==> src/include/commit_defines.svh <==
`ifndef COMMIT_DEFINES_SVH
`define COMMIT_DEFINES_SVH

// ----------------------------------------------------------------------
// machine sizing
// ----------------------------------------------------------------------
`define NWIN       8          // register windows per thread
`define TID_W      2          // thread id bits
`define TT_DAEX    8'h09      // data access exception

// op field, inst[31:30]
`define OP_FMT2    2'b00
`define OP_CALL    2'b01
`define OP_FMT3    2'b10
`define OP_LDST    2'b11

// op2 field, format 2
`define OP2_BICC   3'b010
`define OP2_SETHI  3'b100

// op3 field, format 3 arith / control
`define OP3_WRY    6'h30
`define OP3_WRPSR  6'h31
`define OP3_WRWIM  6'h32
`define OP3_WRTBR  6'h33
`define OP3_JMPL   6'h38
`define OP3_RETT   6'h39
`define OP3_TICC   6'h3a
`define OP3_FLUSH  6'h3b

// op3 field, loads (alternate space forms have bit 4 set)
`define OP3_LD     6'h00
`define OP3_LDUB   6'h01
`define OP3_LDUH   6'h02
`define OP3_LDD    6'h03
`define OP3_LDSB   6'h09
`define OP3_LDSH   6'h0a
`define OP3_LDA    6'h10
`define OP3_LDUBA  6'h11
`define OP3_LDUHA  6'h12
`define OP3_LDDA   6'h13
`define OP3_LDSBA  6'h19
`define OP3_LDSHA  6'h1a

// psr after reset, supervisor with traps off
`define RESET_S    1'b1
`define RESET_ET   1'b0
`define RESET_CWP  0

`endif

==> src/source/commit_pkg.sv <==
`include "commit_defines.svh"

package commit_pkg;

	// ------------------------------------------------------------------
	// datapath widths
	// ------------------------------------------------------------------
	typedef logic [31:0]                 word_t;    // alu / load word
	typedef logic [63:0]                 dword_t;   // ldd pair from memory
	typedef logic [29:0]                 waddr_t;   // pc / npc, word granular
	typedef logic [$clog2(`NWIN)-1:0]    cwp_t;
	typedef logic [`TID_W-1:0]           tid_t;
	typedef logic [4:0]                  rd_t;      // architectural reg number
	typedef logic [`TID_W+8-1:0]         regaddr_t; // {tid, window index}
	typedef logic [7:0]                  tt_t;
	typedef logic [3:0]                  bmask_t;   // byte 0 is the msb

	// source of the port 1 write data
	typedef enum logic [1:0] {
		WB_NONE,     // nothing on port 1
		WB_ALU,      // ex_res
		WB_LINK,     // pc of this instr, call / jmpl
		WB_LDD_HI    // upper word of ldd
	} wb_kind_e;

endpackage

==> src/source/commit_ifs.sv <==
`timescale 1ns/1ps

// decoded instruction class, fanned out to trap, write-back and pc logic
interface decode_if;
	logic                 wnpc;      // npc taken from alu
	logic                 rett;
	logic                 wrpsr;
	commit_pkg::wb_kind_e wb1_kind;
	logic                 wb2_load;  // port 2 gets aligned load data
	commit_pkg::rd_t      rd;        // 15 for call, else inst rd

	modport dec (output wnpc, rett, wrpsr, wb1_kind, wb2_load, rd);
	modport user (input wnpc, rett, wrpsr, wb1_kind, wb2_load, rd);
endinterface

// trap decision and the psr it leaves behind
interface trap_if;
	logic              trap;
	commit_pkg::tt_t   tt;
	commit_pkg::cwp_t  next_cwp;
	logic              next_et;
	logic              next_s;
	logic              next_ps;

	modport src (
		output trap, tt,
		output next_cwp, next_et, next_s, next_ps
	);
	modport user (
		input trap, tt,
		input next_cwp, next_et, next_s, next_ps
	);
endinterface

==> src/source/instr_decode.sv <==
`timescale 1ns/1ps
`include "commit_defines.svh"

module instr_decode (
	input  commit_pkg::word_t inst,
	input  logic              branch_true,
	decode_if.dec             dec
);
	logic [1:0]      op;
	logic [2:0]      op2;
	logic [5:0]      op3;
	commit_pkg::rd_t rd;

	assign op  = inst[31:30];
	assign op2 = inst[24:22];
	assign op3 = inst[24:19];
	assign rd  = inst[29:25];

	always_comb begin
		dec.wnpc     = 1'b0;
		dec.rett     = 1'b0;
		dec.wrpsr    = 1'b0;
		dec.wb1_kind = commit_pkg::WB_NONE;
		dec.wb2_load = 1'b0;
		dec.rd       = rd;
		case (op)
		`OP_CALL: begin
			dec.wnpc     = 1'b1;
			dec.wb1_kind = commit_pkg::WB_LINK;
			dec.rd       = 5'd15;                  // %o7
		end
		`OP_FMT2: begin
			if (op2 == `OP2_SETHI)
				dec.wb1_kind = commit_pkg::WB_ALU;
			else if (op2 == `OP2_BICC)
				dec.wnpc = branch_true;           // only taken branches redirect
		end
		`OP_FMT3: begin
			case (op3)
			`OP3_JMPL: begin
				dec.wnpc     = 1'b1;
				dec.wb1_kind = commit_pkg::WB_LINK;
			end
			`OP3_RETT: begin
				dec.wnpc = 1'b1;
				dec.rett = 1'b1;
			end
			`OP3_WRPSR: dec.wrpsr = 1'b1;
			`OP3_TICC, `OP3_WRY, `OP3_WRWIM, `OP3_WRTBR, `OP3_FLUSH: ;  // no rf write here
			default: dec.wb1_kind = commit_pkg::WB_ALU;                   // plain alu op
			endcase
		end
		`OP_LDST: begin
			case (op3)
			`OP3_LD, `OP3_LDUB, `OP3_LDUH, `OP3_LDSB, `OP3_LDSH,
			`OP3_LDA, `OP3_LDUBA, `OP3_LDUHA, `OP3_LDSBA, `OP3_LDSHA:
				dec.wb2_load = 1'b1;
			`OP3_LDD, `OP3_LDDA: begin
				dec.wb2_load = 1'b1;                   // low word to rd
				dec.wb1_kind = commit_pkg::WB_LDD_HI;  // high word to rd|1
			end
			default: ;                                 // stores, atomics
			endcase
		end
		default: ;
		endcase
	end

endmodule

==> src/source/trap_psr_unit.sv <==
`timescale 1ns/1ps
`include "commit_defines.svh"

module trap_psr_unit (
	input  logic              in_valid,
	input  logic              annul,
	input  logic              precise_trap,
	input  logic              irq_trap,
	input  logic              dmmu_exception,
	input  commit_pkg::tt_t   precise_tt,
	input  commit_pkg::tt_t   irq_tt,
	input  commit_pkg::cwp_t  cwp,
	input  logic              s,
	input  logic              ps,
	input  logic              et,
	input  commit_pkg::word_t ex_res,
	decode_if.user            dec,
	trap_if.src               trp
);
	logic live;  // instruction really retires

	assign live     = in_valid & ~annul;
	assign trp.trap = live & (precise_trap | irq_trap | dmmu_exception);

	// ------------------------------------------------------------------
	// trap type, dmmu beats precise beats interrupt
	// ------------------------------------------------------------------
	always_comb begin
		if (dmmu_exception)
			trp.tt = `TT_DAEX;
		else if (precise_trap)
			trp.tt = precise_tt;
		else
			trp.tt = irq_tt;
	end

	// ------------------------------------------------------------------
	// next psr fields
	// ------------------------------------------------------------------
	always_comb begin
		trp.next_cwp = cwp;   // default hold
		trp.next_et  = et;
		trp.next_s   = s;
		trp.next_ps  = ps;
		if (trp.trap) begin
			trp.next_cwp = (cwp == '0) ? commit_pkg::cwp_t'(`NWIN - 1) : cwp - 1'b1;
			trp.next_et  = 1'b0;
			trp.next_ps  = s;   // remember old mode
			trp.next_s   = 1'b1;
		end else if (live && dec.rett) begin
			trp.next_et = 1'b1;
			trp.next_s  = ps;
		end else if (live && dec.wrpsr) begin
			trp.next_s   = ex_res[7];
			trp.next_ps  = ex_res[6];
			trp.next_et  = ex_res[5];
			trp.next_cwp = ex_res[2:0];
		end
	end

endmodule

==> src/source/load_aligner.sv <==
`timescale 1ns/1ps

module load_aligner (
	input  commit_pkg::word_t  word,
	input  commit_pkg::bmask_t byte_mask,
	input  logic               signext,
	output commit_pkg::word_t  aligned
);
	logic [7:0]  sel_b;  // picked byte
	logic [15:0] sel_h;  // picked halfword

	always_comb begin
		sel_b = word[7:0];
		sel_h = word[15:0];
		case (byte_mask)
		4'b0001: sel_b = word[31:24];   // big endian, byte 0 on top
		4'b0010: sel_b = word[23:16];
		4'b0100: sel_b = word[15:8];
		4'b0011: sel_h = word[31:16];
		default: ;
		endcase
		case (byte_mask)
		4'b0001, 4'b0010, 4'b0100, 4'b1000: aligned = {{24{signext & sel_b[7]}}, sel_b};
		4'b0011, 4'b1100:                   aligned = {{16{signext & sel_h[15]}}, sel_h};
		default:                            aligned = word;   // full word
		endcase
	end

	always_comb begin
		assert ($isunknown(byte_mask) || byte_mask inside {4'b0001, 4'b0010, 4'b0100,
			4'b1000, 4'b0011, 4'b1100, 4'b1111})
			else $error("illegal load byte mask %b", byte_mask);
	end

endmodule

==> src/source/regwrite_gen.sv <==
`timescale 1ns/1ps
`include "commit_defines.svh"

module regwrite_gen (
	input  logic                 in_valid,
	input  logic                 annul,
	input  commit_pkg::tid_t     tid,
	input  commit_pkg::waddr_t   pc,
	input  commit_pkg::waddr_t   npc,
	input  commit_pkg::word_t    ex_res,
	input  commit_pkg::dword_t   mem_res,
	input  commit_pkg::bmask_t   byte_mask,
	input  logic                 signext,
	decode_if.user               dec,
	trap_if.user                 trp,
	output commit_pkg::regaddr_t rf1_addr,
	output commit_pkg::regaddr_t rf2_addr,
	output commit_pkg::word_t    rf1_data,
	output commit_pkg::word_t    rf2_data,
	output logic                 rf1_we,
	output logic                 rf2_we
);
	commit_pkg::word_t ld_word;   // aligned low word of mem_res
	commit_pkg::rd_t   rd1;
	commit_pkg::rd_t   rd2;
	logic              wr1;       // port 1 has something to write
	logic              wr2;
	logic              live;

	// globals sit below the windows, windows overlap by 8 regs
	function automatic commit_pkg::regaddr_t win_addr(commit_pkg::tid_t t,
		commit_pkg::cwp_t c, commit_pkg::rd_t r);
		logic [7:0]  idx;
		logic [10:0] lin;
		lin = {c, 4'b0000} + 11'(r) - 11'd8;
		if (r < 5'd8)
			idx = {3'b000, r};
		else
			idx = 8'd8 + 8'(lin % (`NWIN * 16));
		return {t, idx};
	endfunction

	load_aligner load_aligner_i (
		.word      (mem_res[31:0]),
		.byte_mask (byte_mask),
		.signext   (signext),
		.aligned   (ld_word)
	);

	assign live = in_valid & ~annul;

	// ------------------------------------------------------------------
	// register number and data per port, trap overrides both
	// ------------------------------------------------------------------
	always_comb begin
		rd1      = dec.rd;
		rd2      = dec.rd;
		rf1_data = ex_res;
		rf2_data = ld_word;
		wr1      = dec.wb1_kind != commit_pkg::WB_NONE;
		wr2      = dec.wb2_load;
		case (dec.wb1_kind)
		commit_pkg::WB_LINK:   rf1_data = {pc, 2'b00};
		commit_pkg::WB_LDD_HI: begin
			rd1      = {dec.rd[4:1], 1'b1};   // odd half of the pair
			rf1_data = mem_res[63:32];
		end
		default: ;
		endcase
		if (trp.trap) begin
			rd1      = 5'd17;                 // %l1 <- pc
			rf1_data = {pc, 2'b00};
			rd2      = 5'd18;                 // %l2 <- npc
			rf2_data = {npc, 2'b00};
		end
	end

	// new cwp so trap saves land in the trap window
	assign rf1_addr = win_addr(tid, trp.next_cwp, rd1);
	assign rf2_addr = win_addr(tid, trp.next_cwp, rd2);

	// r0 is never written except by a trap save
	assign rf1_we = live & (trp.trap | (wr1 & (rd1 != '0)));
	assign rf2_we = live & (trp.trap | (wr2 & (rd2 != '0)));

	always_comb begin
		assert (!(rf1_we === 1'b1 && rf2_we === 1'b1 && rf1_addr == rf2_addr))
			else $error("both rf ports write %h", rf1_addr);
	end

endmodule

==> src/source/commit_reg.sv <==
`timescale 1ns/1ps
`include "commit_defines.svh"

module commit_reg (
	input  logic                 gclk,
	input  logic                 rst,
	input  logic                 in_valid,
	input  logic                 annul,
	input  commit_pkg::waddr_t   npc,
	input  commit_pkg::word_t    ex_res,
	input  commit_pkg::regaddr_t wr1_addr,
	input  commit_pkg::regaddr_t wr2_addr,
	input  commit_pkg::word_t    wr1_data,
	input  commit_pkg::word_t    wr2_data,
	input  logic                 wr1_we,
	input  logic                 wr2_we,
	decode_if.user               dec,
	trap_if.user                 trp,
	output commit_pkg::waddr_t   pc_out,
	output commit_pkg::waddr_t   npc_out,
	output logic                 pc_we,
	output logic                 npc_we,
	output logic                 trap_out,
	output commit_pkg::tt_t      tt_out,
	output commit_pkg::cwp_t     cwp_out,
	output logic                 s_out,
	output logic                 ps_out,
	output logic                 et_out,
	output commit_pkg::regaddr_t rf1_addr,
	output commit_pkg::regaddr_t rf2_addr,
	output commit_pkg::word_t    rf1_data,
	output commit_pkg::word_t    rf2_data,
	output logic                 rf1_we,
	output logic                 rf2_we
);
	commit_pkg::waddr_t npc_nx;

	// redirect from alu, else fall through one word
	assign npc_nx = (dec.wnpc && !annul) ? ex_res[31:2] : npc + 1'b1;

	// ------------------------------------------------------------------
	// control state
	// ------------------------------------------------------------------
	always_ff @(posedge gclk) begin
		if (rst) begin
			pc_out   <= '0;
			npc_out  <= 30'd1;
			pc_we    <= 1'b0;
			npc_we   <= 1'b0;
			trap_out <= 1'b0;
			tt_out   <= '0;
			cwp_out  <= commit_pkg::cwp_t'(`RESET_CWP);
			s_out    <= `RESET_S;
			ps_out   <= 1'b0;
			et_out   <= `RESET_ET;
			rf1_we   <= 1'b0;
			rf2_we   <= 1'b0;
		end else begin
			pc_out   <= npc;       // pc <- npc
			npc_out  <= npc_nx;
			pc_we    <= in_valid;
			npc_we   <= in_valid;
			trap_out <= trp.trap;
			tt_out   <= trp.tt;
			cwp_out  <= trp.next_cwp;
			s_out    <= trp.next_s;
			ps_out   <= trp.next_ps;
			et_out   <= trp.next_et;
			rf1_we   <= wr1_we;
			rf2_we   <= wr2_we;
		end
	end

	// write port payload, qualified by the enables above
	always_ff @(posedge gclk) begin
		rf1_addr <= wr1_addr;
		rf2_addr <= wr2_addr;
		rf1_data <= wr1_data;
		rf2_data <= wr2_data;
	end

	// trap saves of pc and npc land in adjacent locals of the new window
	a_trap_save_pair: assert property (@(posedge gclk) disable iff (rst)
		trap_out |-> (rf2_addr == rf1_addr + 1'b1))
		else $error("trap saves not in adjacent registers, %h and %h", rf1_addr, rf2_addr);

endmodule

==> src/source/commit_top.sv <==
`timescale 1ns/1ps

module commit_top (
	input  logic                 gclk,
	input  logic                 rst,
	input  logic                 in_valid,
	input  logic                 annul,
	input  logic                 branch_true,
	input  logic                 precise_trap,
	input  logic                 irq_trap,
	input  logic                 dmmu_exception,
	input  logic                 signext,
	input  commit_pkg::tid_t     tid,
	input  commit_pkg::word_t    inst,
	input  commit_pkg::word_t    ex_res,
	input  commit_pkg::dword_t   mem_res,
	input  commit_pkg::waddr_t   pc,
	input  commit_pkg::waddr_t   npc,
	input  commit_pkg::cwp_t     cwp,
	input  logic                 s,
	input  logic                 ps,
	input  logic                 et,
	input  commit_pkg::bmask_t   byte_mask,
	input  commit_pkg::tt_t      precise_tt,
	input  commit_pkg::tt_t      irq_tt,
	output commit_pkg::waddr_t   pc_out,
	output commit_pkg::waddr_t   npc_out,
	output logic                 pc_we,
	output logic                 npc_we,
	output logic                 trap_out,
	output logic                 s_out,
	output logic                 ps_out,
	output logic                 et_out,
	output commit_pkg::cwp_t     cwp_out,
	output commit_pkg::tt_t      tt_out,
	output commit_pkg::regaddr_t rf1_addr,
	output commit_pkg::regaddr_t rf2_addr,
	output commit_pkg::word_t    rf1_data,
	output commit_pkg::word_t    rf2_data,
	output logic                 rf1_we,
	output logic                 rf2_we
);
	decode_if dec_if ();
	trap_if   trp_if ();

	// unregistered write ports, into commit_reg
	commit_pkg::regaddr_t wr1_addr;
	commit_pkg::regaddr_t wr2_addr;
	commit_pkg::word_t    wr1_data;
	commit_pkg::word_t    wr2_data;
	logic                 wr1_we;
	logic                 wr2_we;

	instr_decode instr_decode_i (
		.inst        (inst),
		.branch_true (branch_true),
		.dec         (dec_if)
	);

	trap_psr_unit trap_psr_unit_i (
		.in_valid       (in_valid),
		.annul          (annul),
		.precise_trap   (precise_trap),
		.irq_trap       (irq_trap),
		.dmmu_exception (dmmu_exception),
		.precise_tt     (precise_tt),
		.irq_tt         (irq_tt),
		.cwp            (cwp),
		.s              (s),
		.ps             (ps),
		.et             (et),
		.ex_res         (ex_res),
		.dec            (dec_if),
		.trp            (trp_if)
	);

	regwrite_gen regwrite_gen_i (
		.in_valid  (in_valid),
		.annul     (annul),
		.tid       (tid),
		.pc        (pc),
		.npc       (npc),
		.ex_res    (ex_res),
		.mem_res   (mem_res),
		.byte_mask (byte_mask),
		.signext   (signext),
		.dec       (dec_if),
		.trp       (trp_if),
		.rf1_addr  (wr1_addr),
		.rf2_addr  (wr2_addr),
		.rf1_data  (wr1_data),
		.rf2_data  (wr2_data),
		.rf1_we    (wr1_we),
		.rf2_we    (wr2_we)
	);

	commit_reg commit_reg_i (
		.gclk     (gclk),
		.rst      (rst),
		.in_valid (in_valid),
		.annul    (annul),
		.npc      (npc),
		.ex_res   (ex_res),
		.wr1_addr (wr1_addr),
		.wr2_addr (wr2_addr),
		.wr1_data (wr1_data),
		.wr2_data (wr2_data),
		.wr1_we   (wr1_we),
		.wr2_we   (wr2_we),
		.dec      (dec_if),
		.trp      (trp_if),
		.pc_out   (pc_out),
		.npc_out  (npc_out),
		.pc_we    (pc_we),
		.npc_we   (npc_we),
		.trap_out (trap_out),
		.tt_out   (tt_out),
		.cwp_out  (cwp_out),
		.s_out    (s_out),
		.ps_out   (ps_out),
		.et_out   (et_out),
		.rf1_addr (rf1_addr),
		.rf2_addr (rf2_addr),
		.rf1_data (rf1_data),
		.rf2_data (rf2_data),
		.rf1_we   (rf1_we),
		.rf2_we   (rf2_we)
	);

endmodule

==> config.mk <==
export PLATFORM = sky130hd
export DESIGN_NAME = commit_top
export DESIGN_NICKNAME = d
export VERILOG_FILES = /design/src/source/commit_pkg.sv /design/src/source/commit_ifs.sv /design/src/source/instr_decode.sv /design/src/source/trap_psr_unit.sv /design/src/source/load_aligner.sv /design/src/source/regwrite_gen.sv /design/src/source/commit_reg.sv /design/src/source/commit_top.sv
export VERILOG_INCLUDE_DIRS = /design/src /design/src/include
export SDC_FILE = /design/constraint.sdc
export NUM_CORES = 1
export LEC_CHECK = 0
export BUFFER_PORTS_ARGS = -buffer_cell sky130_fd_sc_hd__buf_4
export CAP_MARGIN = 20
export CORE_AREA = 3 3 148 150
export CTS_BUF_LIST = sky130_fd_sc_hd__clkbuf_4
export DETAILED_ROUTE_END_ITERATION = 10
export DIE_AREA = 0 0 151 153
export PLACE_DENSITY = 0.61
export SLEW_MARGIN = 30
export SYNTH_ARGS = -nofsm -noshare
export SYNTH_HDL_FRONTEND = slang
export SYNTH_SLANG_ARGS = --single-unit
==> constraint.sdc <==
create_clock -name gclk -period 3.9 [get_ports gclk]
set_input_delay 0.975 -clock gclk [delete_from_list [all_inputs] [get_ports gclk]]
set_output_delay 0.975 -clock gclk [all_outputs]
set_load 0.005 [all_outputs]
==> out/summary.log <==
INFO  status         run_status=completed
INFO  logic_synthesis yosysWarnings=0
INFO  route          via_count=6,933
INFO  hold_path      hold_path_end=commit_reg_i.rf2_addr[9]
INFO  worst_setup_path critical_path_cell_list=buf_4 -> nand4bb_4 -> or4_1 -> mux2i_1 -> nand2_1 -> o31ai_1 -> ha_1 -> inv_1 -> ha_1 -> inv_1 -> fa_1 -> xor2_2 -> xnor2_1 -> nor4b_2
INFO  logic_synthesis synth_edf_count=0
INFO  placed_design  place_area=9750um2
INFO  sta            timing_hold_violations_final=0
INFO  cells_and_area postLayoutCoreUtil=0.482
INFO  clock_tree     cts-buffers-inserted=17
INFO  logic_synthesis synth_area=6670um2
INFO  clock_tree     cts_tree=yes
INFO  clock_tree     post_cts.repair.setup_buffers=0
INFO  sta            timing_worst_slew_pin_value=0.835ns
INFO  logic_synthesis synth_cell_types=62
INFO  clock_tree     cts.htree.levels=4
INFO  clock_tree     hold_fix_buffer_count_after_cts=0
INFO  grt            first_global_vias=6,719
INFO  floorplanning  die-area=23,100um2
INFO  worst_setup_path timing.critical_path.arrival=3.75ns
INFO  floorplanning  ioPinCount=388
INFO  sta            fin_hold_ws=0.537ns
INFO  sta            final-max-slew-violation-count=0
INFO  power          power.density_cell_area=368nW/um2
INFO  grt            initial_antenna_violation_count=1
INFO  power          leakage=4.63nW
INFO  cells_and_area area_growth=50.7%
INFO  route          drt_first_iter_violations=411
INFO  cells_and_area layout.cell_area.non_filler=10,000um2
INFO  sta            fin_ws=0.590ns
INFO  route          dr.pass1.iters=5
INFO  logic_synthesis ys_seq_elements=154
INFO  floorplanning  floorplan.initialDensity=0.320
INFO  floorplanning  die_width=151um
INFO  cells_and_area drive_above_1_share=0.395
INFO  floorplanning  fp.coreArea=20,800um2
INFO  placed_design  numPlacedInstances=1,370
INFO  grt            grt_use_total=0.223
INFO  logic_synthesis synth_seq_area_share=0.463
INFO  hold_path      hold_path_depth=1
INFO  grt            grt_max_degree=71
INFO  hold_path      worstHoldStart=tid[1]
INFO  logic_synthesis synthCells=761
INFO  hold_path      worst_hold_path_type=input port to register
INFO  clock_tree     clock-root-buffer=sky130_fd_sc_hd__clkbuf_4
INFO  worst_setup_path critical-path-max-stage-delay=0.54ns
INFO  flow_run       max_cap_violations=0
INFO  worst_setup_path kind_of_critical_path=input port to register
INFO  floorplanning  std_cell_rows=53
INFO  logic_synthesis synthArstFlopShare=0
INFO  clock_tree     clk_path_buf_depth=2
INFO  logic_synthesis nets_in_the_synthesized_netlist=993
INFO  sta            fin_crit_sh=0.849
INFO  worst_setup_path crit_path_top_delay_cell=sky130_fd_sc_hd__or4_1
INFO  placed_design  preCtsSetupSlack=0.0160ns
INFO  sta            slew_headroom=0.443
INFO  route          detail_route.wirelength=27,000um
INFO  clock_tree     clkSlewWorstSetupHoldPaths=0.14ns
INFO  sta            min_period=3.31ns
INFO  grt            grt_first_pass_wirelength=39,400um
INFO  worst_setup_path required=4.34ns
INFO  floorplanning  die-height=153um
INFO  sta            fin_setup_tns=0ns
INFO  worst_setup_path setup.worst_path.start_class=input port
INFO  route          routedWlPerCell=19.2um
INFO  clock_tree     cts_repair_resize_count=0
INFO  route          drt-vias-per-instance=4.94
INFO  sta            setup_repair_after_global_routing_missed_its_margin=false
INFO  cells_and_area nFillCells=2,101
INFO  route          drtAntennaViolNets=0
INFO  grt            grt_overflow=0
INFO  placed_design  portBuffers=368
INFO  cells_and_area fin_cells=1,403
INFO  route          remaining_drc_errors=0
INFO  logic_synthesis avgSynthCellArea=8.76um2
INFO  worst_setup_path path_delay_family=simple AND/OR/NAND/NOR gates
INFO  cells_and_area multi_input_comb_area=3290um2
INFO  placed_design  place_congestion=0.911
INFO  power          ir_drop=0.173mV
INFO  clock_tree     cts.sinks=154
INFO  worst_setup_path crit_buf_inv=3
INFO  worst_setup_path cp_max_fo=2
INFO  sta            final-setup-viol-count=0
INFO  logic_synthesis synthFlopType=sky130_fd_sc_hd__dfxtp_1
INFO  worst_setup_path end_kind=register
INFO  cells_and_area fin_nets=1,346
INFO  cells_and_area seqCellArea=3080um2
INFO  power          total_power=3.70mW
INFO  placed_design  hpwlAfterDp=20,900um
INFO  sta            fmaxAchievable=0.302GHz
report_power, final:
part	internal, mW	switching [mW]	total [mW]	leakage [nW]
Clock	0.412	0.612	1.02	0.156
Combinational	0.488	0.420	0.907	3.19
Sequential	1.72	0.0492	1.77	1.29
per-layer routing:
layer / routed length (um) / GRT usage / vias to the layer above
met5: 0 / 0 / -
met2: 12900 / 0.375 / 300
met1: 11000 / 0.273 / 3230
li1: - / - / 3374
met4: 533 / 0.0592 / 0
met3: 2510 / 0.0735 / 29
final cells by class:
type / count / share of cell area
repair buffers: 394 / 0.296
flip-flops and latches: 154 / 0.307
clock inverters: 12 / 0.0139
inverters: 17 / 0.00635
well taps: 275 / 0.0343
diodes: 1 / 0.000249
clock buffers: 20 / 0.0149
multi-input cells: 530 / 0.328
layout by cell type, fill, tap and decap left out, types with 6 or more instances in the layout:
| cell | instances |
|---|---|
| sky130_fd_sc_hd__nand2_1 | 80 |
| sky130_fd_sc_hd__nor2b_1 | 35 |
| sky130_fd_sc_hd__dfxtp_1 | 154 |
| sky130_fd_sc_hd__buf_4 | 393 |
| sky130_fd_sc_hd__mux2i_1 | 13 |
| sky130_fd_sc_hd__xor2_1 | 13 |
| sky130_fd_sc_hd__a21oi_1 | 31 |
| sky130_fd_sc_hd__inv_1 | 17 |
| sky130_fd_sc_hd__a221oi_1 | 7 |
| sky130_fd_sc_hd__a22o_1 | 8 |
| sky130_fd_sc_hd__nand3_1 | 13 |
| sky130_fd_sc_hd__xnor2_1 | 23 |
| sky130_fd_sc_hd__clkbuf_4 | 20 |
| sky130_fd_sc_hd__o21ai_0 | 20 |
| sky130_fd_sc_hd__a211oi_1 | 29 |
| sky130_fd_sc_hd__ha_1 | 6 |
| sky130_fd_sc_hd__o21ai_1 | 32 |
| sky130_fd_sc_hd__a22oi_1 | 40 |
| sky130_fd_sc_hd__nor2_1 | 94 |
| sky130_fd_sc_hd__nand4_1 | 9 |
synthesized netlist by cell type, drive strengths merged (13+ instances only):
cell,count,area (um2)
a211oi,29,218
a21oi,31,155
a22oi,40,300
buf,23,134
clkbuf,37,139
dfxtp,154,3080
inv,17,63.8
mux2i,13,130
nand2,80,300
nand3,13,65.1
nor2,96,360
nor2b,35,219
o21ai,53,265
xnor2,23,201
xor2,14,130
kinds of logic (layout without fill, tap and decap cells):
logic type | count (synthesis) | in the layout | synth area share
AO/OA/AOI/OAI | 198 | 198 | 0.200
XOR/XNOR | 37 | 37 | 0.0497
adder cells (fa/ha/maj) | 7 | 7 | 0.0143
buffers and inverters | 77 | 443 | 0.0505
flip-flops | 154 | 154 | 0.463
multiplexers | 14 | 14 | 0.0212
other | 0 | 1 | 0
AND/OR/NAND/NOR | 274 | 274 | 0.202
worst max-delay path by stage:
| stage | from | to | slack [ns] | cells after the start |
|---|---|---|---|---|
| global placement | inst[20] | commit_reg_i.rf2_addr[6] | 0.03 | 16 |
| finish | inst[20] | commit_reg_i.rf2_addr[7] | 0.59 | 14 |
| floorplan | inst[31] | commit_reg_i.rf2_addr[6] | 0.08 | 17 |
| global route | inst[20] | commit_reg_i.rf2_addr[6] | 0.46 | 16 |
| CTS | inst[20] | commit_reg_i.rf2_addr[7] | 0.64 | 14 |
| detailed placement | inst[20] | commit_reg_i.rf2_addr[7] | 0.02 | 14 |
sequential cells by signal, summed over array words and instances (netlist names):
register / cells
commit_reg_i.rf2_we: 1
commit_reg_i.cwp_out: 3
commit_reg_i.rf2_data: 32
commit_reg_i.trap_out: 1
commit_reg_i.rf1_data: 32
commit_reg_i.npc_out: 30
commit_reg_i.rf1_we: 1
commit_reg_i.rf2_addr: 10
commit_reg_i.s_out: 1
commit_reg_i.tt_out: 8
commit_reg_i.rf1_addr: 2
commit_reg_i.pc_we: 1
commit_reg_i.et_out: 1
commit_reg_i.pc_out: 30
commit_reg_i.ps_out: 1
Power figures use the tool's default switching activity.
